[src/hdl/rv32i_defs.svh]
`ifndef RV32I_DEFS_SVH
`define RV32I_DEFS_SVH

// data and address width
`define XLEN 32

// data memory depth in 32-bit words
`define DMEM_WORDS 256

// word index width, log2 of the depth
`define DMEM_AW 8

// cycles from first sight of a request to dmem_resp
// any value of 1 or more is fine
`define DMEM_LATENCY 2

`endif
[src/hdl/rv32i_pkg.sv]
`default_nettype none

package rv32i_pkg;

    // rv32i major opcodes, bits [6:0] of the instruction
    typedef enum logic [6:0] {
        op_lui   = 7'b0110111,
        op_auipc = 7'b0010111,
        op_jal   = 7'b1101111,
        op_jalr  = 7'b1100111,
        op_br    = 7'b1100011,
        op_load  = 7'b0000011,
        op_store = 7'b0100011,
        op_imm   = 7'b0010011,
        op_reg   = 7'b0110011
    } opcode_t;

    // funct3 of loads
    typedef enum logic [2:0] {
        lb  = 3'b000,
        lh  = 3'b001,
        lw  = 3'b010,
        lbu = 3'b100,
        lhu = 3'b101
    } load_funct3_t;

    // funct3 of stores
    typedef enum logic [2:0] {
        sb = 3'b000,
        sh = 3'b001,
        sw = 3'b010
    } store_funct3_t;

    // request control of the memory stage
    typedef enum logic {
        s_idle = 1'b0,
        s_wait = 1'b1
    } mem_state_t;

endpackage

`default_nettype wire

[src/hdl/mem_wb_stage.sv]
`default_nettype none

`include "rv32i_defs.svh"

module mem_wb_stage (
    input  logic                  clk,
    input  logic                  rst_n,
    input  logic                  st_done,
    input  logic                  st_trap,
    input  logic [3:0]            st_rmask,
    input  logic [3:0]            st_wmask,
    input  logic [`XLEN-1:0]      st_mem_addr,
    input  logic [`XLEN-1:0]      st_mem_wdata,
    input  rv32i_pkg::opcode_t    st_opcode,
    input  logic [2:0]            st_funct3,
    input  logic [1:0]            st_addr_lo,
    input  logic [`XLEN-1:0]      st_alu_out,
    input  logic [4:0]            st_rd,
    input  logic [`XLEN-1:0]      st_load_word,
    output logic                  wb_valid,
    output logic                  wb_we,
    output logic [4:0]            wb_rd,
    output logic [`XLEN-1:0]      wb_data,
    output logic                  wb_trap,
    output logic [`XLEN-1:0]      wb_mem_addr,
    output logic [3:0]            wb_mem_rmask,
    output logic [3:0]            wb_mem_wmask,
    output logic [`XLEN-1:0]      wb_mem_wdata
);

    logic [7:0]       ld_byte;
    logic [15:0]      ld_half;
    logic [`XLEN-1:0] load_val;
    logic [`XLEN-1:0] data_next;
    logic             we_next;

    // byte and halfword picked by offset
    assign ld_byte = st_load_word[{st_addr_lo, 3'b000} +: 8];
    assign ld_half = st_load_word[{st_addr_lo[1], 4'b0000} +: 16];

    // sign or zero extension by funct3
    always_comb begin
        case (rv32i_pkg::load_funct3_t'(st_funct3))
            rv32i_pkg::lb:  load_val = {{(`XLEN-8){ld_byte[7]}}, ld_byte};
            rv32i_pkg::lbu: load_val = {{(`XLEN-8){1'b0}}, ld_byte};
            rv32i_pkg::lh:  load_val = {{(`XLEN-16){ld_half[15]}}, ld_half};
            rv32i_pkg::lhu: load_val = {{(`XLEN-16){1'b0}}, ld_half};
            default:        load_val = st_load_word;
        endcase
    end

    // trapped loads fall back to alu_out, we is low anyway
    assign data_next = (st_opcode == rv32i_pkg::op_load && !st_trap) ? load_val : st_alu_out;

    // no register write for stores, branches, traps or x0
    assign we_next = !st_trap
                  && st_opcode != rv32i_pkg::op_store
                  && st_opcode != rv32i_pkg::op_br
                  && st_rd != 5'd0;

    always_ff @(posedge clk) begin
        if (!rst_n) begin
            wb_valid <= 1'b0;
        end else begin
            wb_valid <= st_done;
        end
    end

    // retire record, held between instructions
    always_ff @(posedge clk) begin
        if (st_done) begin
            wb_we        <= we_next;
            wb_rd        <= st_rd;
            wb_data      <= data_next;
            wb_trap      <= st_trap;
            wb_mem_addr  <= st_mem_addr;
            wb_mem_rmask <= st_rmask;
            wb_mem_wmask <= st_wmask;
            wb_mem_wdata <= st_mem_wdata;
        end
    end

endmodule

`default_nettype wire

[config.mk]
export PLATFORM = sky130hd
export DESIGN_NAME = mem_wb_stage
export DESIGN_NICKNAME = d
export VERILOG_FILES = /design/src/hdl/rv32i_pkg.sv /design/src/hdl/mem_wb_stage.sv
export VERILOG_INCLUDE_DIRS = /design/src /design/src/hdl
export SDC_FILE = /design/constraint.sdc
export NUM_CORES = 1
export LEC_CHECK = 0
export BUFFER_PORTS_ARGS = -buffer_cell sky130_fd_sc_hd__buf_2
export CAP_MARGIN = 20
export CORE_ASPECT_RATIO = 1.4
export CORE_MARGIN = 3
export CORE_UTILIZATION = 35
export DETAILED_ROUTE_END_ITERATION = 8
export PLACE_DENSITY = 0.7
export SLEW_MARGIN = 20
export SYNTH_ARGS = -nofsm -noshare
export SYNTH_HDL_FRONTEND = slang
export SYNTH_SLANG_ARGS = --single-unit
[constraint.sdc]
create_clock -name clk -period 1.66 [get_ports clk]
set_input_delay 0.166 -clock clk [delete_from_list [all_inputs] [get_ports clk]]
set_output_delay 0.166 -clock clk [all_outputs]
set_load 0.02 [all_outputs]
==> results.md <==
* Outcome: finished clean
* Total Wirelength at 14.06 mm
* Post-synthesis sequential area ratio at 76.09%
* Worst vdd ir at between 0.4 and 0.5 mV
* Leak at 3.097 nW
* Hold WC Path Type: input port to flip-flop
* CTS Buffer Depth at 2
* Post-layout util at 58.19%
* Finish-stage setup viols at 0
* Critical path arrival at around 1500 ps
* Synth Area per Inst at 15.35 um^2
* Residual DRC at 0
* Drt pass-1 iters at 4
* Clk sinks at around 110
* Wirelength per Cell at 17.84 um
* Starting DRT DRC Count at 166
* Crit. End Element: flip-flop
* Antenna viol nets, final at 0
* Number of CTS-inserted buffers at 9
* Global-route wire length before repair at approximately 20 mm
* Max-Cap Viols at 0
* Port Buf Inserts at 268
* Via count at 3,804
* Top_reg_cell synth: edfxtp_1
* Pre-CTS WS at -175.1 ps
* Area contributors post-synth: edfxtp_1 76%, nand3_1 3.6%, nand2_1 2.7%
* Clk slew on worst S/H paths at 70 ps
* Die X at approximately 100 um
* Leading area contributor after synthesis: edfxtp_1
* Row count at 47
* Vias in the first global route at 3,938
* CP max FO at 32
* H-tree Lvls at 3
* GRT Resource Usage Total at 18.91%
* Flops & latches, synth at 112
* Power Total at 6.741 mW
* YS warnings at 0
* Cts hold-fix bufs at 62
* Period minus WS final at between 1000 and 1500 ps
* Layout Nets at 793
* CP startpoint kind: input port
* Clock root cell: clkbuf_16
* Mapped Area at between 4000 and 5000 um^2
* Routed vias/inst at 4.827
* Most frequent cell after synthesis: edfxtp_1
* Area growth, synth to finish at 59.20%
* WHS at between 10 and 15 ps
* Total grt overflow at 0
* ANT cells at 0
* Dpl hpwl at between 10 and 15 mm
* CTS tree: yes
* RSZ-0062 raised after global routing: false
* Synth unique cells at 31
* Share of the synthesized area in the top cell type at 75.64%
* Max Clock Freq at 0.6864 GHz
* Initial antenna violation count at 0
* Largest net degree at the start of global routing at 66
* Syn Nets at 444
* I/O Pins at 269
* Core box area at 12,060 um^2
* Die span in y at 138.8 um
* Asr flop ratio synth at 0%
* Post-Synthesis Cells at 287
* Final Cycle Share at 87.76%
* Placer congestion estimate at a little over 0.8
* PwrDens at 960.8 nW/um^2
* Number of synthesized flops with an enable pin at 111
* Top post-synthesis cells by count: 111 x edfxtp_1, 32 x nand2_1, 32 x nand3_1
* Post-CTS setup buffers at 0
* Post-CTS resize count at 0
* Max-slew violation count at 0
* Worst EP required at 1750 ps
* Layout cells sized above 1 at 48.83%
* Min setup slack post-route at slightly above 200 ps
* Slew margin rel. at between 50 and 60%
* Die area at 13,990 um^2
* Hold Vio Cnt, Final at 0
* Critical path class: input port to flip-flop
* Initial Util at 36.55%
* Slew @ Worst Pin at roughly 610 ps
-- through the flow --
step,instances,area [um^2],TNS [ps]
5_1_grt,788,7015,0
2_1_floorplan,287,4407,0
3_5_place_dp,704,6023,-2006
4_1_cts,782,6955,0
3_3_place_gp,704,6023,-1691
6_report,788,7015,0
-- report_power, final --
part | switching (mW) | total [mW] | internal (mW)
Sequential | 0.0599 | 3.41 | 3.35
Combinational | 0.632 | 1.10 | 0.471
Clock | 1.02 | 2.22 | 1.20
Total | 1.71 | 6.74 | 5.03
-- layout make-up --
cell class	instances	area [um^2]
fillers	952	5040
flip-flops and latches	112	3353
repair buffers	354	2197
multi-input cells	157	962.2
clock buffers	9	225.2
well taps	147	183.9
clock inverters	7	86.33
inverters	2	7.507
-- registers in the layout, summed over array words and instances (netlist names) --
name,count
wb_data,32
wb_mem_addr,32
wb_mem_wdata,32
wb_rd,5
wb_mem_rmask,4
wb_mem_wmask,4
wb_trap,1
wb_valid,1
wb_we,1
-- per-layer routing --
| layer | wire length (um) | GRT usage (%) | vias to the layer above |
|---|---|---|---|
| li1 | - | - | 1788 |
| met1 | 5133 | 21.83 | 1782 |
| met2 | 7398 | 33.70 | 205 |
| met3 | 1137 | 4.378 | 29 |
| met4 | 390 | 6.529 | 0 |
| met5 | 0 | 0 | - |
-- layout by cell type (no fill, tap or decap), types with 3 or more instances in the layout --
cell type | Yosys | final
buf_2 | 7 | 267
edfxtp_1 | 111 | 111
dlygate4sd3_1 | 0 | 68
nand2_1 | 32 | 32
nand3_1 | 32 | 32
buf_4 | 0 | 16
nor2_1 | 11 | 11
o21ai_0 | 11 | 11
mux2i_1 | 9 | 9
a211oi_1 | 9 | 9
clkbuf_16 | 0 | 9
nor3b_1 | 8 | 8
nand2b_1 | 8 | 8
mux2_2 | 7 | 7
nor2b_1 | 7 | 7
nor4_1 | 6 | 6
o21ai_1 | 3 | 3
inv_6 | 0 | 3
buf_12 | 0 | 3
-- final timing paths --
check / end / startpoint / depth (start not counted)
min: wb_rd[1] / st_rd[1] / 1
max: wb_data[10] / st_opcode[5] / 6
-- worst max-delay path, cell delays in order --
cell,delay [ps]
buf_2,110
nor4_1,340
nand4_1,270
buf_4,330
nor3b_1,250
a211oi_1,80
-- cells by family (layout without fill, tap and decap cells) --
kind of cell | count (synthesis) | after routing | share of synthesized area [%]
multiplexers | 17 | 17 | 4.174
flip-flops | 112 | 112 | 76.09
AO/OA/AOI/OAI | 28 | 28 | 4.316
buffers and inverters | 18 | 372 | 2.073
AND/OR/NAND/NOR | 112 | 112 | 13.35
Power figures use the tool's default switching activity.
