[src/hdl/rv32i_defs.svh]
`ifndef RV32I_DEFS_SVH
`define RV32I_DEFS_SVH

// data and address width
`define XLEN 32

// data memory depth in 32-bit words
`define DMEM_WORDS 256

// word index width, log2 of the depth
`define DMEM_AW 8

// cycles from first sight of a request to dmem_resp
// any value of 1 or more is fine
`define DMEM_LATENCY 2

`endif
[src/hdl/rv32i_pkg.sv]
`default_nettype none

package rv32i_pkg;

    // rv32i major opcodes, bits [6:0] of the instruction
    typedef enum logic [6:0] {
        op_lui   = 7'b0110111,
        op_auipc = 7'b0010111,
        op_jal   = 7'b1101111,
        op_jalr  = 7'b1100111,
        op_br    = 7'b1100011,
        op_load  = 7'b0000011,
        op_store = 7'b0100011,
        op_imm   = 7'b0010011,
        op_reg   = 7'b0110011
    } opcode_t;

    // funct3 of loads
    typedef enum logic [2:0] {
        lb  = 3'b000,
        lh  = 3'b001,
        lw  = 3'b010,
        lbu = 3'b100,
        lhu = 3'b101
    } load_funct3_t;

    // funct3 of stores
    typedef enum logic [2:0] {
        sb = 3'b000,
        sh = 3'b001,
        sw = 3'b010
    } store_funct3_t;

    // request control of the memory stage
    typedef enum logic {
        s_idle = 1'b0,
        s_wait = 1'b1
    } mem_state_t;

endpackage

`default_nettype wire

[src/hdl/ex_mem_reg.sv]
`default_nettype none

`include "rv32i_defs.svh"

module ex_mem_reg (
    input  logic                  clk,
    input  logic                  rst_n,
    input  logic                  ex_valid,
    input  rv32i_pkg::opcode_t    ex_opcode,
    input  logic [2:0]            ex_funct3,
    input  logic [`XLEN-1:0]      ex_addr,
    input  logic [`XLEN-1:0]      ex_store_data,
    input  logic [`XLEN-1:0]      ex_alu_out,
    input  logic [4:0]            ex_rd,
    input  logic                  mem_stall,
    output logic                  ex_ready,
    output logic                  mm_valid,
    output rv32i_pkg::opcode_t    mm_opcode,
    output logic [2:0]            mm_funct3,
    output logic [`XLEN-1:0]      mm_addr,
    output logic [`XLEN-1:0]      mm_store_data,
    output logic [`XLEN-1:0]      mm_alu_out,
    output logic [4:0]            mm_rd
);

    logic accept;

    // free slot, or the current one leaves this cycle
    // combinational so the producer sees the stall at once
    assign ex_ready = !mm_valid || !mem_stall;
    assign accept   = ex_valid && ex_ready;

    // valid bit, cleared to empty when nothing new arrives
    always_ff @(posedge clk) begin
        if (!rst_n) begin
            mm_valid <= 1'b0;
        end else if (ex_ready) begin
            mm_valid <= ex_valid;
        end
    end

    // payload only moves on a handshake
    always_ff @(posedge clk) begin
        if (accept) begin
            mm_opcode     <= ex_opcode;
            mm_funct3     <= ex_funct3;
            mm_addr       <= ex_addr;
            mm_store_data <= ex_store_data;
            mm_alu_out    <= ex_alu_out;
            mm_rd         <= ex_rd;
        end
    end

endmodule

`default_nettype wire

[config.mk]
export PLATFORM = sky130hd
export DESIGN_NAME = ex_mem_reg
export DESIGN_NICKNAME = d
export VERILOG_FILES = /design/src/hdl/rv32i_pkg.sv /design/src/hdl/ex_mem_reg.sv
export VERILOG_INCLUDE_DIRS = /design/src /design/src/hdl
export SDC_FILE = /design/constraint.sdc
export NUM_CORES = 1
export LEC_CHECK = 0
export BUFFER_PORTS_ARGS = -buffer_cell sky130_fd_sc_hd__buf_4
export CAP_MARGIN = 20
export CORE_MARGIN = 2
export CORE_UTILIZATION = 37
export DETAILED_ROUTE_END_ITERATION = 6
export PLACE_DENSITY = 0.81
export SLEW_MARGIN = 0
export SYNTH_ARGS = -nofsm -noshare
export SYNTH_HDL_FRONTEND = slang
export SYNTH_SLANG_ARGS = --single-unit
[constraint.sdc]
create_clock -name clk -period 3.3 [get_ports clk]
set_input_delay 0.165 -clock clk [delete_from_list [all_inputs] [get_ports clk]]
set_output_delay 0.165 -clock clk [all_outputs]
set_load 0.05 [all_outputs]
==> out/metrics.yaml, run 1 <==
synth_top_cell_by_area: "sky130_fd_sc_hd__edfxtp_1"
hpwl_after_detailed_placement_mm: 6.020
cts_buffers: 9
worst_slack_at_placement_ps: 1539
synth_async_sr_flop_share_pct: 0
core.rowCount: 34
synth.net_count: 231
floorplan.die.width_um: 99.50
status: "aborted with a tool error"
synth_seq_cells: 112
synthFlopType: "sky130_fd_sc_hd__edfxtp_1"
netlist_area_mm2: 0.003374
clockBufferDepth: 2
io_buffers: 227
numClockSinks: 112
synth_area_leaders: "sky130_fd_sc_hd__edfxtp_1 (99%), sky130_fd_sc_hd__dfxtp_1 (0.59%), sky130_fd_sc_hd__and2_1 (0.19%), sky130_fd_sc_hd__nor2b_1 (0.19%), sky130_fd_sc_hd__a21oi_1 (0.15%)"
postCtsResizedCells: 0
placed_cells_incl_taps: 452
ys.warnings.count: 0
flow.stopped_at: "clock tree synthesis"
error_line: "[ERROR RSZ-0060] Max buffer count reached."
synth.avg_cell_area_um2: 29.09
synthesized_netlist_cell_count: 116
h-tree-depth: 3
ctsRootBufferMaster: "sky130_fd_sc_hd__clkbuf_8"
dieHeight_um: 99.50
synth-seq-area-share_pct: 99.37
gpl.final_weighted_congestion: 0.7730
synth_enable_flop_cells: 111
synth_most_common_cell: "sky130_fd_sc_hd__edfxtp_1"
netlist.area_leader.share_pct: 98.78
number_of_distinct_library_cell_variants_in_the_gate_level_netlist_after_synthesis: 6
post_cts.repair.setup_buffers: 0
boundaryPins: 228
floorplan.initialDensity_pct: 38.51
ctsHoldBuffers: 101
[through the flow]
| step | instance area, um^2 | util (%) |
|---|---|---|
| floorplan | 3376 | - |
| global placement | 5236 | 59.75 |
| detailed placement | 5236 | 59.75 |
[cells by family after synthesis]
logic type / after synthesis / synth area share [%]
DFF: 112 / 99.37
and+or+nand+nor: 3 / 0.4821
AOI/OAI and AO/OA: 1 / 0.1482
==> run 2: changes to the inputs <==
--- a/config.mk
+++ b/config.mk
@@ -9,9 +9,9 @@
 export BUFFER_PORTS_ARGS = -buffer_cell sky130_fd_sc_hd__buf_4
 export CAP_MARGIN = 20
 export CORE_MARGIN = 2
-export CORE_UTILIZATION = 37
+export CORE_UTILIZATION = 30
 export DETAILED_ROUTE_END_ITERATION = 6
-export PLACE_DENSITY = 0.81
+export PLACE_DENSITY_LB_ADDON = 0.15
 export SLEW_MARGIN = 0
 export SYNTH_ARGS = -nofsm -noshare
 export SYNTH_HDL_FRONTEND = slang
==> constraint.sdc (replaced) <==
create_clock -name clk -period 4.3 [get_ports clk]
set_input_delay 0.215 -clock clk [delete_from_list [all_inputs] [get_ports clk]]
set_output_delay 0.215 -clock clk [all_outputs]
set_load 0.05 [all_outputs]
==> out/metrics.yaml, run 2 <==
core.rowCount: 38  # +12%
numClockSinks: 112  # unchanged
worst-endpoint-arrival_ps: 1720
antenna_cells: 0
drt-wirelength-per-cell_um: 15.38
sequentialPowerShare_pct: 53.0
layout_common_cells: "sky130_fd_sc_hd__buf_4 (228), sky130_fd_sc_hd__edfxtp_1 (111), sky130_fd_sc_hd__dlygate4sd3_1 (38)"
whs_path_depth: 1
synth_async_sr_flop_share_pct: 0  # unchanged
clockBufferDepth: 2  # unchanged
final_core_util_pct: 54.21
hold_path.class: "input port to flop"
boundaryPins: 228  # unchanged
floorplan.die.width_um: 110.1  # +11%
reg2reg_depth: 3
rr_endpoint: "mm_rd[1]"
reg2reg_setup_slack_ps: 2620
power-per-cell-area_mw_per_mm2: 413.0
num_vias: 2185
grt.overflow.total: 0
grt_antenna_before_repair: 0
netlist_area_mm2: 0.003374  # unchanged
synth_enable_flop_cells: 111  # unchanged
max_slew.worst_pin.slew_ps: 577.2
cts.reportedPaths.clkPinSlew_ps: 100
drv_slew: 0
postCtsResizedCells: 0  # unchanged
synth.avg_cell_area_um2: 29.09  # unchanged
finClkSkew_ps: 15.58
number_of_distinct_library_cell_variants_in_the_gate_level_netlist_after_synthesis: 6  # unchanged
route.detailed.drc: 0
netlist.area_leader.share_pct: 98.78  # unchanged
final_area_mm2: 0.005902
final-hold-violation-count: 0
period_minus_slack_ps: 1682
fin_crit_sh_pct: 39.11
grt_max_degree: 91
slew-limit-headroom_pct: 61.52
top_regs: "mm_addr: 32 flops, mm_alu_out: 32 flops, mm_store_data: 32 flops"
vias_per_cell: 4.054
timing.critical_path.required_ps: 4340
worst-path-max-fanout: 41
die_area_mm2: 0.01211
detailedRoute.firstPassIterationCount: 4
fp.coreArea_mm2: 0.01089
report.power.total_mw: 2.437
ctsRootBufferMaster: "sky130_fd_sc_hd__clkbuf_8"
first_pass_grt_wire_length_mm: 10.93
synth-seq-area-share_pct: 99.37  # unchanged
vdd_drop_max_uv: 199.4
power.share.clock_pct: 28.4
switching_share_of_total_power_pct: 26.12
grt_setup_unrepaired: "false"
min-delay-start: "ex_store_data[13]"
synth_most_common_cell: "sky130_fd_sc_hd__edfxtp_1"
h-tree-depth: 3  # unchanged
drt-initial-drc-count: 61
cts_buffers: 9  # unchanged
synth_top_cell_by_area: "sky130_fd_sc_hd__edfxtp_1"
synth_seq_cells: 112  # unchanged
final_net_count: 509
switching_pwr_mw: 0.6366
area_growth_pct: 74.90
synth_area_leaders: "sky130_fd_sc_hd__edfxtp_1 (99%), sky130_fd_sc_hd__dfxtp_1 (0.59%), sky130_fd_sc_hd__and2_1 (0.19%), sky130_fd_sc_hd__nor2b_1 (0.19%), sky130_fd_sc_hd__a21oi_1 (0.15%)"
floorplan.initialDensity_pct: 30.99  # -7.5 points
max_cap_viol_count: 0
worst-setup-path-type: "flop to flop"
synthesized_netlist_cell_count: 116  # unchanged
post_cts.repair.setup_buffers: 0  # unchanged
synth.net_count: 231  # unchanged
timing.setup.tns_ps: 0
power.internal_mw: 1.801
status: "complete, no violations"
detailed_place.area_mm2: 0.005264  # +0.53%
finalSetupViolations: 0
mostFrequentLayoutCell: "sky130_fd_sc_hd__buf_4"
wirelength_mm: 8.288
io_buffers: 227  # unchanged
clock.fmax_ghz: 0.5946
gpl.final_weighted_congestion: 0.7028  # -9.1%
combinationalPowerShare_pct: 18.6
synthFlopType: "sky130_fd_sc_hd__edfxtp_1"
startpoint_type: "flop"
worst_skew_pair.late_latency_ps: 360
drive_gt1_share_pct: 61.65
ys.warnings.count: 0  # unchanged
clock_tree_from_tritoncts: "built"
whs_endpoint: "mm_store_data[13]"
fillerInstances: 880
critical_path.startpoint: "mm_valid"
dieHeight_um: 110.1  # +11%
p_leak_nw: 2.478
ant_nets: 0
worst_r2r_startpoint: "mm_valid"
type_of_destination_of_the_critical_path: "flop"
groute.usage.overall_pct: 12.71
vias_in_the_first_global_route: 2127
-- run 2: cell counts after synthesis --
Identical to the previous run, type by type.
-- run 2: stage by stage --
step | cells | setup WS (ps) | hold slack, ps
6_report | 539 | 2618 | 27.61
5_1_grt | 539 | 2484 | -1.112
4_1_cts | 518 | 2121 | 0.3144
3_5_place_dp | 484 | 2124 | 394.3
3_3_place_gp | 484 | 2167 | 392.9
2_1_floorplan | 116 | 256.6 | 313.9
-- run 2: repair_timing --
action                                  CTS  global route
endpoints found under the setup margin    0             0
hold buffers                             18            20
endpoints found under the hold margin    18            20
-- run 2: kinds of logic (layout without fill, tap and decap cells) --
group                  count (synthesis)  after routing  synth area share, %
DFF                                  112            112                99.37
AOI/OAI and AO/OA                      1              1               0.1482
buffers and inverters                  0            283                    0
and+or+nand+nor                        3              3               0.4821
-- run 2: worst max-delay path, cell delays in order, from the launching register on --
cell and delay [ps]:
sky130_fd_sc_hd__dfxtp_1 340, sky130_fd_sc_hd__nand2_1 90, sky130_fd_sc_hd__and2_4 520, sky130_fd_sc_hd__buf_4 400
-- run 2: power groups by stage --
| stage | clock (mW) | combinational [mW] | sequential [mW] |
|---|---|---|---|
| after floorplan | 0 | 0.0212 | 1.54 |
| after global placement | 0 | 0.423 | 1.32 |
| after detailed placement | 0 | 0.426 | 1.32 |
| after CTS | 0.719 | 0.439 | 1.29 |
| after global routing | 0.761 | 0.472 | 1.30 |
| final | 0.692 | 0.454 | 1.29 |
-- run 2: routing by layer --
| metal | vias to the layer above | global-route usage, % | share of wire, % |
|---|---|---|---|
| met3 | 8 | 3.645 | 8.5 |
| met2 | 108 | 23.09 | 57 |
| li1 | 1022 | - | - |
| met1 | 1047 | 12.91 | 33 |
| met4 | 0 | 7.324 | 1.5 |
| met5 | - | 0 | 0 |
-- run 2: worst max path at each step --
stage	to	slack, ps	depth (start not counted)
after floorplan	mm_addr[0]	260	2
after global placement	mm_store_data[0]	2170	4
after detailed placement	mm_opcode[5]	2120	4
after CTS	mm_store_data[0]	2120	3
after global routing	mm_store_data[21]	2480	3
final	mm_rd[1]	2620	3
-- run 2: final cells by class --
cell class / count / area (um^2) / share of cell area (%)
sequential: 112 / 3353 / 56.82
multi-input combinational: 4 / 23.77 / 0.4028
tap: 140 / 175.2 / 2.968
clock buffer: 11 / 151.4 / 2.565
clock inverter: 5 / 78.83 / 1.336
timing repair buffer: 267 / 2120 / 35.91
Note: power is estimated with default switching activity, not from simulation.
==> run 3: changes to the inputs <==
--- a/config.mk
+++ b/config.mk
@@ -6,6 +6,7 @@
 export SDC_FILE = /design/constraint.sdc
 export NUM_CORES = 1
 export LEC_CHECK = 0
+export ABC_AREA = 1
 export BUFFER_PORTS_ARGS = -buffer_cell sky130_fd_sc_hd__buf_4
 export CAP_MARGIN = 20
 export CORE_MARGIN = 2
==> constraint.sdc (replaced) <==
create_clock -name clk -period 1.5 [get_ports clk]
set_input_delay 0.075 -clock clk [delete_from_list [all_inputs] [get_ports clk]]
set_output_delay 0.075 -clock clk [all_outputs]
set_load 0.05 [all_outputs]
==> out/metrics.yaml, run 3 <==
status: "aborted with a tool error"
ys.warnings.count: 0  # unchanged
number_of_distinct_library_cell_variants_in_the_gate_level_netlist_after_synthesis: 6  # unchanged
boundaryPins: 228  # unchanged
synth_top_cell_by_area: "sky130_fd_sc_hd__edfxtp_1"
error_line: "[ERROR RSZ-0060] Max buffer count reached."
synth.net_count: 232  # +0.43%
flow.stopped_at: "clock tree synthesis"
cts_buffers: 9  # unchanged
clockBufferDepth: 2  # unchanged
post_synth_most_frequent_cells: "sky130_fd_sc_hd__edfxtp_1 (111), sky130_fd_sc_hd__inv_1 (2)"
worst_slack_at_placement_ps: 226.7  # -1897 ps
floorplan.initialDensity_pct: 30.92  # -0.078 points
synth_seq_cells: 112  # unchanged
synth_area_leaders: "sky130_fd_sc_hd__edfxtp_1 (99%), sky130_fd_sc_hd__dfxtp_1 (0.59%), sky130_fd_sc_hd__a21oi_2 (0.26%), sky130_fd_sc_hd__inv_1 (0.22%), sky130_fd_sc_hd__nand2_2 (0.19%)"
io_buffers: 227  # unchanged
synth-seq-area-share_pct: 99.19  # -0.18 points
synthFlopType: "sky130_fd_sc_hd__edfxtp_1"
synth_async_sr_flop_share_pct: 0  # unchanged
synth_most_common_cell: "sky130_fd_sc_hd__edfxtp_1"
post_cts.repair.setup_buffers: 0  # unchanged
floorplan.die.width_um: 110.2  # about the same
synth_enable_flop_cells: 111  # unchanged
dieHeight_um: 110.2  # about the same
netlist.area_leader.share_pct: 98.59  # -0.18 points
postCtsResizedCells: 0  # unchanged
synth.avg_cell_area_um2: 28.90  # -0.67%
gpl.final_weighted_congestion: 0.7299  # +3.9%
core.rowCount: 38  # unchanged
ctsRootBufferMaster: "sky130_fd_sc_hd__clkbuf_16"
synthesized_netlist_cell_count: 117  # +0.86%
hpwl_after_detailed_placement_mm: 6.164
netlist_area_mm2: 0.003381  # +0.19%
numClockSinks: 112  # unchanged
ctsHoldBuffers: 102  # +84
h-tree-depth: 3  # unchanged
==> run 3: changes by cell type after synthesis <==
cell                      change
sky130_fd_sc_hd__nand2_2      +1
sky130_fd_sc_hd__nor2b_1      -1
sky130_fd_sc_hd__nand2_1      -1
sky130_fd_sc_hd__a21oi_2      +1
sky130_fd_sc_hd__inv_1        +2
sky130_fd_sc_hd__and2_1       -1
==> run 3: through the flow <==
| step | hold WS [ps] | area [um^2] | utilization [%] | cells | setup TNS [ps] |
|---|---|---|---|---|---|
| global placement | 253.2 | 5390 | 49.29 | 491 | 0 |
| detailed placement | 254.2 | 5390 | 49.29 | 491 | 0 |
| floorplan | 173.9 | 3396 | - | 117 | -132650 |
==> run 3: logic make-up after synthesis <==
family	count (synthesis)	share of synthesized area, %
compound gates	2	0.4070
flops	112	99.19
simple gates	1	0.1852
buf+inv	2	0.2221
