**src/hdl/rv32i_defs.svh**
```systemverilog
`ifndef RV32I_DEFS_SVH
`define RV32I_DEFS_SVH

// data and address width
`define XLEN 32

// data memory depth in 32-bit words
`define DMEM_WORDS 256

// word index width, log2 of the depth
`define DMEM_AW 8

// cycles from first sight of a request to dmem_resp
// any value of 1 or more is fine
`define DMEM_LATENCY 2

`endif
```
**src/hdl/rv32i_pkg.sv**
```systemverilog
`default_nettype none

package rv32i_pkg;

    // rv32i major opcodes, bits [6:0] of the instruction
    typedef enum logic [6:0] {
        op_lui   = 7'b0110111,
        op_auipc = 7'b0010111,
        op_jal   = 7'b1101111,
        op_jalr  = 7'b1100111,
        op_br    = 7'b1100011,
        op_load  = 7'b0000011,
        op_store = 7'b0100011,
        op_imm   = 7'b0010011,
        op_reg   = 7'b0110011
    } opcode_t;

    // funct3 of loads
    typedef enum logic [2:0] {
        lb  = 3'b000,
        lh  = 3'b001,
        lw  = 3'b010,
        lbu = 3'b100,
        lhu = 3'b101
    } load_funct3_t;

    // funct3 of stores
    typedef enum logic [2:0] {
        sb = 3'b000,
        sh = 3'b001,
        sw = 3'b010
    } store_funct3_t;

    // request control of the memory stage
    typedef enum logic {
        s_idle = 1'b0,
        s_wait = 1'b1
    } mem_state_t;

endpackage

`default_nettype wire

```
**src/hdl/mem_stage.sv**
```systemverilog
`default_nettype none

`include "rv32i_defs.svh"

module mem_stage (
    input  logic                  clk,
    input  logic                  rst_n,
    input  logic                  mm_valid,
    input  rv32i_pkg::opcode_t    mm_opcode,
    input  logic [2:0]            mm_funct3,
    input  logic [`XLEN-1:0]      mm_addr,
    input  logic [`XLEN-1:0]      mm_store_data,
    input  logic [`XLEN-1:0]      mm_alu_out,
    input  logic [4:0]            mm_rd,
    input  logic [`XLEN-1:0]      dmem_rdata,
    input  logic                  dmem_resp,
    output logic                  mem_stall,
    output logic [`XLEN-1:0]      dmem_address,
    output logic                  dmem_read,
    output logic                  dmem_write,
    output logic [`XLEN-1:0]      dmem_wdata,
    output logic [3:0]            dmem_byte_enable,
    output logic                  st_done,
    output logic                  st_trap,
    output logic [3:0]            st_rmask,
    output logic [3:0]            st_wmask,
    output logic [`XLEN-1:0]      st_mem_addr,
    output logic [`XLEN-1:0]      st_mem_wdata,
    output rv32i_pkg::opcode_t    st_opcode,
    output logic [2:0]            st_funct3,
    output logic [1:0]            st_addr_lo,
    output logic [`XLEN-1:0]      st_alu_out,
    output logic [4:0]            st_rd,
    output logic [`XLEN-1:0]      st_load_word
);

    rv32i_pkg::mem_state_t state, state_next;

    logic       is_load;
    logic       is_store;
    logic       misaligned;
    logic       illegal;
    logic       access;
    logic       resp_ok;
    logic [1:0] off;
    logic [3:0] rmask;
    logic [3:0] wmask;

    assign is_load  = mm_opcode == rv32i_pkg::op_load;
    assign is_store = mm_opcode == rv32i_pkg::op_store;
    assign off      = mm_addr[1:0];

    // word aligned address, byte lanes picked by the masks
    assign dmem_address = {mm_addr[`XLEN-1:2], 2'b00};

    // store data moved into its byte lane
    // sh only reaches offsets 0 and 2, sw only 0
    assign dmem_wdata = mm_store_data << {off, 3'b000};

    // masks and alignment check
    always_comb begin
        rmask      = 4'b0000;
        wmask      = 4'b0000;
        misaligned = 1'b0;
        illegal    = 1'b0;
        if (is_load) begin
            case (rv32i_pkg::load_funct3_t'(mm_funct3))
                rv32i_pkg::lb, rv32i_pkg::lbu: rmask = 4'b0001 << off;
                rv32i_pkg::lh, rv32i_pkg::lhu: begin
                    rmask      = 4'b0011 << off;
                    misaligned = off[0];
                end
                rv32i_pkg::lw: begin
                    rmask      = 4'b1111;
                    misaligned = |off;
                end
                default: illegal = 1'b1;
            endcase
        end else if (is_store) begin
            case (rv32i_pkg::store_funct3_t'(mm_funct3))
                rv32i_pkg::sb: wmask = 4'b0001 << off;
                rv32i_pkg::sh: begin
                    wmask      = 4'b0011 << off;
                    misaligned = off[0];
                end
                rv32i_pkg::sw: begin
                    wmask      = 4'b1111;
                    misaligned = |off;
                end
                default: illegal = 1'b1;
            endcase
        end
        // a trapped access touches no bytes
        if (misaligned || illegal) begin
            rmask = 4'b0000;
            wmask = 4'b0000;
        end
    end

    // only clean loads and stores go to memory
    assign access = mm_valid && (is_load || is_store) && !misaligned && !illegal;

    // request control
    always_comb begin
        state_next = state;
        case (state)
            rv32i_pkg::s_idle: if (access) state_next = rv32i_pkg::s_wait;
            rv32i_pkg::s_wait: if (dmem_resp) state_next = rv32i_pkg::s_idle;
            default: state_next = rv32i_pkg::s_idle;
        endcase
    end

    always_ff @(posedge clk) begin
        if (!rst_n) begin
            state <= rv32i_pkg::s_idle;
        end else begin
            state <= state_next;
        end
    end

    // a response only counts once a request is outstanding
    assign resp_ok = (state == rv32i_pkg::s_wait) && dmem_resp;

    // request held from the first cycle up to and including resp
    assign dmem_read        = access && is_load;
    assign dmem_write       = access && is_store;
    assign dmem_byte_enable = rmask | wmask;
    assign mem_stall        = access && !resp_ok;

    // leaving record for MEM/WB
    assign st_done      = mm_valid && !mem_stall;
    assign st_trap      = misaligned || illegal;
    assign st_rmask     = rmask;
    assign st_wmask     = wmask;
    assign st_mem_addr  = (is_load || is_store) ? dmem_address : '0;
    assign st_mem_wdata = (wmask != 4'b0000) ? dmem_wdata : '0;
    assign st_opcode    = mm_opcode;
    assign st_funct3    = mm_funct3;
    assign st_addr_lo   = off;
    assign st_alu_out   = mm_alu_out;
    assign st_rd        = mm_rd;
    // word is valid in the resp cycle, MEM/WB takes it on that edge
    assign st_load_word = dmem_rdata;

endmodule

`default_nettype wire

```
**config.mk**
```make
export PLATFORM = sky130hd
export DESIGN_NAME = mem_stage
export DESIGN_NICKNAME = d
export VERILOG_FILES = /design/src/hdl/rv32i_pkg.sv /design/src/hdl/mem_stage.sv
export VERILOG_INCLUDE_DIRS = /design/src /design/src/hdl
export SDC_FILE = /design/constraint.sdc
export NUM_CORES = 1
export LEC_CHECK = 0
export BUFFER_PORTS_ARGS = -buffer_cell sky130_fd_sc_hd__clkbuf_2
export CORE_AREA = 2 2 145 147
export CTS_BUF_LIST = sky130_fd_sc_hd__clkbuf_8
export CTS_CLUSTER_DIAMETER = 80
export DETAILED_ROUTE_END_ITERATION = 7
export DIE_AREA = 0 0 147 149
export GPL_TIMING_DRIVEN = 1
export PLACE_DENSITY = 0.43
export SLEW_MARGIN = 25
export SYNTH_ARGS = -nofsm -noshare
export SYNTH_HDL_FRONTEND = slang
export SYNTH_SLANG_ARGS = --single-unit
```
**constraint.sdc**
```tcl
create_clock -name clk -period 2.4 [get_ports clk]
set_input_delay 0.12 -clock clk [delete_from_list [all_inputs] [get_ports clk]]
set_output_delay 0.12 -clock clk [all_outputs]
set_load 0.1 [all_outputs]
```
==> results.md, run 1 <==
* Share of layout cells above drive strength 1 at 0.750
* CP cell instances: clkbuf_2, clkinv_2, buf_4, ha_1, nor2_1, o311a_4, buf_12, nor4_4, buf_12
* Library cells used by synthesis at 37
* Clk_lat worst skew at 0 ns
* IO Count at 373
* Die width at 147 um
* Peak VDD IR at 0.000117 V
* Total GRT Usage at 0.108
* Die height at 149 um
* Setup violators final at 0
* CP Capture Type: output port
* Layout overhead on the synthesized area at 124%
* Post-Route WL at 12500 um
* Drt pass-1 iters at 4
* Sequential fraction of the synthesis area at 0.00861
* Max_cap viols at 0
* Pwr per Cell Area at 250 nW/um^2
* Crit path DAT at 2.03 ns
* Syn Inst Count at 325
* Vias in the first global route at 2681
* Most common flop cell mapped by yosys: dfxtp_1
* Post-CTS setup buffers at 0
* Max frequency at 466 MHz
* Min Tclk post-route at 2.15 ns
* GRT Residual Overflow at 0
* Wire per inst at 17.5 um
* Critical Path Slowest Stage Cell: o311a_4
* EDFF count, synth at 0
* Syn avg cell area at 7.16 um^2
* Rel. slew slack at 0.590
* Final net count at 593
* Hold buffer count at CTS at 0
* Synthesis Warnings at 0
* Final core utilization at 0.254
* Post-DP Area at 5210 um^2
* Max incr delay on CP at 0.46 ns
* Final slew viol count at 0
* Vias/cell at 3.58
* HP Start: mm_alu_out[12]
* ANT nets after route at 0
* Status: finished, final reports clean
* Largest registers: state (1)
* Initial core utilization at 0.113
* CP required at 2.28 ns
* Async SR Flop Fraction at 0
* Critical-path maximum fanout at 12
* GP Congestion at 0.749
* Worst Setup SP: mm_addr[0]
* Max reg flops at 1
* Antenna cells at 0
* WS Path Type: in -> out
* Finished Cell Area at 5210 um^2
* P_leak at 2.25 nW
* Area of the mapped netlist at 2330 um^2
* Layout Skew at 0 ns
* Worst min-delay path category: in -> out
* Top reg by flops: state
* Initial DRC Count at 26
* Post_cts resized at 0
* Routed vias at 2561
* Number of port buffers at 230
* Slew of the pin with the lowest slew margin at 0.617 ns
* Most used cell, CP: buf_12
* Die Area at 21900 um^2
* Tcrit/Tclk final at 0.894
* Global-route wire length before repair at 18100 um
* DR DRC count at 0
* Initial antenna violation count at 0
* Largest net degree at the start of global routing at 36
* Final Hold Viols at 0
* Post-DP HPWL at 11300 um
* Row count at 53
* Core area at 20600 um^2
* Critical R2R Launch: state
* Setup crit start kind: primary input
* Unrepaired setup endpoints after global routing: no
* Post-synthesis register bit count at 1
[final cells by class]
| type | instances | area, um^2 |
|---|---|---|
| fill | 2159 | 15300 |
| inverter | 4 | 18.8 |
| sequential | 1 | 20.0 |
| multi-input combinational | 188 | 1850 |
| timing repair buffer | 247 | 2980 |
| tap | 275 | 344 |
[layer usage]
layer	GRT usage	wire (um)	part of all wire
met5	0	0	0
met4	0.0149	193	0.015
met3	0.0388	1360	0.11
met2	0.208	6670	0.53
met1	0.114	4280	0.34
[synth_stat cells (2+ instances only)]
cell,instances,area share
buf_4,116,0.37
and2_1,39,0.10
nor3b_1,24,0.077
nor2_1,22,0.036
mux2i_1,18,0.077
nand2_1,14,0.023
o21ai_0,13,0.028
mux2_2,8,0.039
buf_6,7,0.034
a22o_1,6,0.023
and3_1,6,0.016
nor4_2,6,0.032
buf_2,5,0.011
clkbuf_1,4,0.0065
ha_1,4,0.022
a21oi_1,3,0.0065
buf_1,3,0.0048
inv_1,3,0.0048
nor4_1,3,0.0081
a21boi_0,2,0.0065
nand3_1,2,0.0043
o21a_1,2,0.0065
[metrics by stage]
stage	setup WS (ns)	power (mW)	hold slack, ns	cells	TNS (ns)
finish	0.254	1.30	0.240	715	0
global route	0.121	1.35	0.240	715	0
CTS	0.212	1.32	0.241	715	0
detailed placement	0.203	1.32	0.241	715	0
global placement	0.242	1.32	0.241	715	0
floorplan	-0.287	1.53	0.264	328	-3.34
[worst paths after layout]
kind | endpoint | slack, ns | cells past startpoint
min | st_alu_out[12] | 0.24 | 0
max reg2reg | state | 1.71 | 2
min reg2reg | state | 0.50 | 2
max | st_mem_wdata[14] | 0.25 | 9
[critical path: cells and delay by family]
family | cells | cell delay [ns]
simple gates | 2 | 0.32
fa+ha+maj | 1 | 0.19
compound gates | 1 | 0.46
buf+inv | 5 | 0.91
[report_power, final]
part / leakage (nW) / total [mW] / internal [mW] / switching [mW]
Sequential: 0.00805 / 0.0170 / 0.0170 / 0.0000203
Clock: 0 / 0 / 0 / 0
Combinational: 2.24 / 1.28 / 0.361 / 0.924
[logic make-up after synthesis]
kind of cell | after synthesis | share of synthesized area
compound gates | 29 | 0.0818
simple gates | 125 | 0.334
flops | 1 | 0.00861
other cells | 1 | 0.00161
mux | 26 | 0.116
buf+inv | 139 | 0.437
fa+ha+maj | 4 | 0.0215
[placed cells by master, fill, tap and decap left out, drive strengths merged, types with 4 or more instances in the layout]
master  netlist  layout
conb          1       4
nor4          9       9
nand2        14      14
a22o          6       6
nor2         22      22
mux2i        18      18
and2         39      39
nor3b        24      24
mux2          8       8
and3          6       6
clkbuf        4     119
o21ai        13      13
buf         131     128
ha            4       4
Note: power is estimated with default switching activity, not from simulation.
==> run 2: changes to the inputs <==
--- a/config.mk
+++ b/config.mk
@@ -6,14 +6,14 @@
 export SDC_FILE = /design/constraint.sdc
 export NUM_CORES = 1
 export LEC_CHECK = 0
-export BUFFER_PORTS_ARGS = -buffer_cell sky130_fd_sc_hd__clkbuf_2
-export CORE_AREA = 2 2 145 147
+export CORE_AREA = 2 2 146 148
 export CTS_BUF_LIST = sky130_fd_sc_hd__clkbuf_8
 export CTS_CLUSTER_DIAMETER = 80
 export DETAILED_ROUTE_END_ITERATION = 7
-export DIE_AREA = 0 0 147 149
+export DIE_AREA = 0 0 148 150
+export DONT_BUFFER_PORTS = 1
 export GPL_TIMING_DRIVEN = 1
-export PLACE_DENSITY = 0.43
+export PLACE_DENSITY = 0.3
 export SLEW_MARGIN = 25
 export SYNTH_ARGS = -nofsm -noshare
 export SYNTH_HDL_FRONTEND = slang
==> constraint.sdc (replaced) <==
create_clock -name clk -period 2.15 [get_ports clk]
set_input_delay 0.1075 -clock clk [delete_from_list [all_inputs] [get_ports clk]]
set_output_delay 0.1075 -clock clk [all_outputs]
set_load 0.1 [all_outputs]
==> results.md, run 2 (synthesized netlist as in run 1, its figures left out) <==
* Layout Skew at 0 ns (unchanged)
* Share of layout cells above drive strength 1 at 0.678 (was 0.750)
* Wire per inst at 19.0 um (was 17.5 um)
* Unrepaired setup endpoints after global routing: no (unchanged)
* Clk_lat worst skew at 0 ns (about the same)
* Largest net degree at the start of global routing at 43 (was 36)
* Setup violators final at 0 (unchanged)
* Layout overhead on the synthesized area at 81.7% (was 124%)
* Initial core utilization at 0.112 (was 0.113)
* Post-CTS setup buffers at 0 (unchanged)
* CP Capture Type: output port (unchanged)
* Global-route wire length before repair at 15800 um (was 18100 um)
* Min Tclk post-route at 1.92 ns
* GRT Residual Overflow at 0 (unchanged)
* Core area at 20700 um^2 (was 20600 um^2)
* Peak VDD IR at 0.0000871 V (was 0.000117 V)
* Worst slack at placement at 0.213 ns (was 0.203 ns)
* Final slew viol count at 0 (unchanged)
* Critical-path maximum fanout at 32 (was 12)
* Total GRT Usage at 0.0940 (was 0.108)
* CP required at 2.04 ns (was 2.28 ns)
* Final net count at 467 (was 593)
* Initial DRC Count at 25 (was 26)
* Hold buffer count at CTS at 0 (unchanged)
* Worst min-delay path category: in -> out (unchanged)
* Drt pass-1 iters at 4 (unchanged)
* GP Congestion at 0.720 (was 0.749)
* Final Hold Viols at 0 (unchanged)
* Most frequent cells in the layout: buf_12 (82), buf_4 (39), and2_1 (31) (was clkbuf_2 (119), buf_12 (114), and2_1 (31))
* HP Start: mm_alu_out[31] (was mm_alu_out[12])
* WS Path Type: in -> out (unchanged)
* Routed vias at 2113 (was 2561)
* Max_cap viols at 0 (unchanged)
* Row count at 53 (unchanged)
* Post_cts resized at 0 (unchanged)
* Slew of the pin with the lowest slew margin at 0.693 ns (was 0.617 ns)
* Post-Route WL at 11300 um (was 12500 um)
* Final WS setup at 0.234 ns (was 0.254 ns)
* Die width at 148 um (was 147 um)
* Commonest non-fill, non-tap cell in the layout: buf_12 (was clkbuf_2)
* Number of port buffers at 0 (was 230)
* Die Area at 22200 um^2 (was 21900 um^2)
* DR DRC count at 0 (unchanged)
* Worst Setup SP: mm_addr[0] (unchanged)
* Vias in the first global route at 2299 (was 2681)
* Fillers at 2276 (was 2159)
* Initial antenna violation count at 6 (was 0)
* ANT nets after route at 0 (unchanged)
* Tcrit/Tclk final at 0.891
* Max reg flops at 1 (unchanged)
* Largest registers: state (1) (unchanged)
* Critical R2R Launch: state (unchanged)
* Top reg by flops: state (unchanged)
* Max frequency at 522 MHz
* Crit path DAT at 1.81 ns (was 2.03 ns)
* Setup crit start kind: primary input (unchanged)
* Pwr per Cell Area at 196 nW/um^2 (was 250 nW/um^2)
* Hold_ws at 0.215 ns (was 0.240 ns)
* Die height at 150 um (was 149 um)
* P_leak at 1.60 nW (was 2.25 nW)
* IO Count at 373 (unchanged)
* Post-DP HPWL at 10100 um (was 11300 um)
* Rel. slew slack at 0.537 (was 0.590)
* Status: finished, final reports clean (unchanged)
* Vias/cell at 3.57 (was 3.58)
run 2: cell types whose count changed in the layout (fill, tap and decap cells not counted), moves of 3 or more:
cell and change:
nor2_1 -8, clkbuf_2 -119, diode_2 +3, nor2_2 +3, buf_4 +25, buf_12 -32, nor2_4 +5
run 2: worst paths after layout:
path	endpoint	slack [ns]	cells past startpoint
setup / recovery	st_mem_wdata[23]	0.23	8
hold / removal	st_alu_out[31]	0.22	0
setup reg to reg	state	1.46	2
hold reg to reg	state	0.52	2
run 2: final cells by class:
type                       instances  area, um^2  area share
tap                              275         344      0.0814
antenna                            3        7.51     0.00178
timing repair buffer             121        1930       0.458
multi-input combinational        188        1900       0.450
inverter                           4        18.8     0.00444
sequential                         1        20.0     0.00474
run 2: critical path: stages:
cell	delay, ns
clkinv_2	0.07
ha_4	0.24
nand2b_1	0.13
a31oi_1	0.21
o311a_4	0.49
buf_12	0.27
nor3b_4	0.07
buf_12	0.18
run 2: power breakdown:
group / leakage [nW] / internal (mW) / switching, mW / total [mW]
sequential: 0.00805 / 0.0190 / 0.0000294 / 0.0190
combinational: 1.59 / 0.211 / 0.598 / 0.808
clock: 0.0000190 / 0.000000195 / 0 / 0.000000195
total: 1.60 / 0.230 / 0.598 / 0.827
run 2: through the flow:
step	power (mW)	instance area [um^2]	utilization	instances	setup TNS (ns)
after floorplan	1.71	3010	-	328	-12.80
after global routing	0.861	4230	0.204	592	0
after global placement	0.835	4220	0.204	589	0
after CTS	0.837	4220	0.204	589	0
after detailed placement	0.836	4220	0.204	589	0
final	0.827	4230	0.204	592	0
run 2: layer usage:
metal | GRT usage | vias up | wire, um
li1 | - | 942 | -
met1 | 0.0903 | 948 | 3380
met2 | 0.186 | 199 | 6180
met3 | 0.0421 | 20 | 1490
met4 | 0.0152 | 4 | 197
met5 | 0 | - | 26
==> run 3: changes to the inputs <==
--- a/config.mk
+++ b/config.mk
@@ -6,7 +6,7 @@
 export SDC_FILE = /design/constraint.sdc
 export NUM_CORES = 1
 export LEC_CHECK = 0
-export CORE_AREA = 2 2 146 148
+export CORE_AREA = 4 4 144 146
 export CTS_BUF_LIST = sky130_fd_sc_hd__clkbuf_8
 export CTS_CLUSTER_DIAMETER = 80
 export DETAILED_ROUTE_END_ITERATION = 7
==> results.md, run 3 (synthesized netlist as in run 1, its figures left out) <==
* Hold_ws at 0.215 ns (unchanged)
* Drt pass-1 iters at 4 (unchanged)
* Core area at 19400 um^2 (was 20700 um^2)
* Unrepaired setup endpoints after global routing: no (unchanged)
* Die Area at 22200 um^2 (unchanged)
* Final slew viol count at 0 (unchanged)
* Final net count at 468 (was 467)
* NetSw at 0.591 mW (was 0.598 mW)
* Slew of the pin with the lowest slew margin at 0.739 ns (was 0.693 ns)
* Post-CTS setup buffers at 0 (unchanged)
* Critical Path Slowest Stage Cell: or3b_1 (was o311a_4)
* Final Hold Viols at 0 (unchanged)
* Share of layout cells above drive strength 1 at 0.679 (was 0.678)
* Layout overhead on the synthesized area at 82.4% (was 81.7%)
* Hold buffer count at CTS at 0 (unchanged)
* Routed vias at 2192 (was 2113)
* Vias in the first global route at 2370 (was 2299)
* Setup violators final at 0 (unchanged)
* Max reg flops at 1 (unchanged)
* GP Congestion at 0.742 (was 0.720)
* Initial core utilization at 0.120 (was 0.112)
* WS Path Type: in -> out (unchanged)
* Row count at 51 (was 53)
* Worst slack at placement at 0.203 ns (was 0.213 ns)
* Commonest non-fill, non-tap cell in the layout: buf_12 (unchanged)
* Finished Cell Area at 4240 um^2 (was 4230 um^2)
* IO Count at 373 (unchanged)
* DR DRC count at 0 (unchanged)
* Setup crit start kind: primary input (unchanged)
* Most frequent cells in the layout: buf_12 (82), buf_4 (39), and2_1 (31) (unchanged)
* Min Tclk post-route at 1.93 ns (was 1.92 ns)
* Post-DP HPWL at 11400 um (was 10100 um)
* Max_cap viols at 0 (unchanged)
* ANT nets after route at 0 (unchanged)
* Final std cells w/o fill at 583 (was 592)
* CP Capture Type: output port (unchanged)
* Rel. slew slack at 0.503 (was 0.537)
* Critical-path maximum fanout at 12 (was 32)
* Clk pwr share at 0 (about the same)
* Crit path DAT at 1.82 ns (was 1.81 ns)
* Placed insts at 580 (was 589)
* GRT Residual Overflow at 0 (unchanged)
* Seq pwr share at 0.023 (about the same)
* P_leak at 1.62 nW (was 1.60 nW)
* Most used cell, CP: buf_12 (unchanged)
* Max incr delay on CP at 0.42 ns (was 0.49 ns)
* Wire per inst at 21.7 um (was 19.0 um)
* Initial antenna violation count at 5 (was 6)
* Total GRT Usage at 0.104 (was 0.0940)
* Pwr per Cell Area at 192 nW/um^2 (was 196 nW/um^2)
* Worst min-delay path category: in -> out (unchanged)
* Net Sw Frac at 0.724 (was 0.722)
* Layout Skew at 0 ns (unchanged)
* Initial DRC Count at 39 (was 25)
* Gate power share at 0.977 (about the same)
* Status: finished, final reports clean (unchanged)
* Bufs and invs on worst path at 3 (unchanged)
* Die width at 148 um (unchanged)
* CP required at 2.04 ns (about the same)
* Peak VDD IR at 0.0000920 V (was 0.0000871 V)
* Top reg by flops: state (unchanged)
* Post_cts resized at 0 (unchanged)
* Crit path max-delay family: simple AND/OR/NAND/NOR gates (was compound AO/OA/AOI/OAI gates)
* Vias/cell at 3.76 (was 3.57)
* CP cell instances: or3b_1, or2_1, nand3_4, buf_12, buf_4, nor3b_4, buf_12 (was clkinv_2, ha_4, nand2b_1, a31oi_1, o311a_4, buf_12, nor3b_4, buf_12)
* Global-route wire length before repair at 17300 um (was 15800 um)
* Max frequency at 519 MHz (was 522 MHz)
* Pint at 0.225 mW (was 0.230 mW)
* Post-Route WL at 12700 um (was 11300 um)
* Die height at 150 um (unchanged)
* Tcrit/Tclk final at 0.896 (was 0.891)
* Clk_lat worst skew at 0 ns (about the same)
* Post-DP Area at 4230 um^2 (was 4220 um^2)
* Largest net degree at the start of global routing at 43 (unchanged)
* Largest registers: state (1) (unchanged)
* Final WS setup at 0.224 ns (was 0.234 ns)
* Number of port buffers at 0 (unchanged)
[run 3: changes by cell type in the layout (fill, tap and decap cells not counted), sizes merged]
cell,previous run,this run
buf,121,122
[run 3: path summary, 6_finish.rpt]
check | start | end | slack, ns | depth (start not counted)
min | mm_alu_out[16] | st_alu_out[16] | 0.22 | 0
min reg2reg | state | state | 0.55 | 2
max | mm_funct3[2] | st_mem_wdata[30] | 0.22 | 7
max reg2reg | state | state | 1.41 | 2
[run 3: per-layer routing]
layer,vias to the layer above,global-route usage,wire length (um)
met1,1011,0.0891,3610
met3,28,0.0454,1530
met4,0,0.0148,238
met2,200,0.220,7300
li1,953,-,-
met5,-,0,0
[run 3: stage by stage]
step | utilization | total power [mW] | setup TNS (ns)
floorplan | - | 1.71 | -12.80
global placement | 0.218 | 0.823 | 0
detailed placement | 0.218 | 0.825 | 0
CTS | 0.218 | 0.826 | 0
global route | 0.218 | 0.848 | 0
finish | 0.219 | 0.816 | 0
[run 3: power groups by stage]
stage	logic (mW)	registers [mW]	clock network [mW]
after floorplan	1.69	0.0190	0
after global placement	0.804	0.0190	0
after detailed placement	0.806	0.0190	0
after CTS	0.807	0.0190	0
after global routing	0.829	0.0190	0
final	0.797	0.0190	0.000000201
[run 3: final cells by class]
cell class | count | area, um^2
Sequential cell | 1 | 20.0
Timing Repair Buffer | 122 | 1960
Multi-Input combinational cell | 188 | 1900
Inverter | 4 | 18.8
Antenna cell | 3 | 7.51
Fill cell | 2140 | 15200
Tap cell | 265 | 332
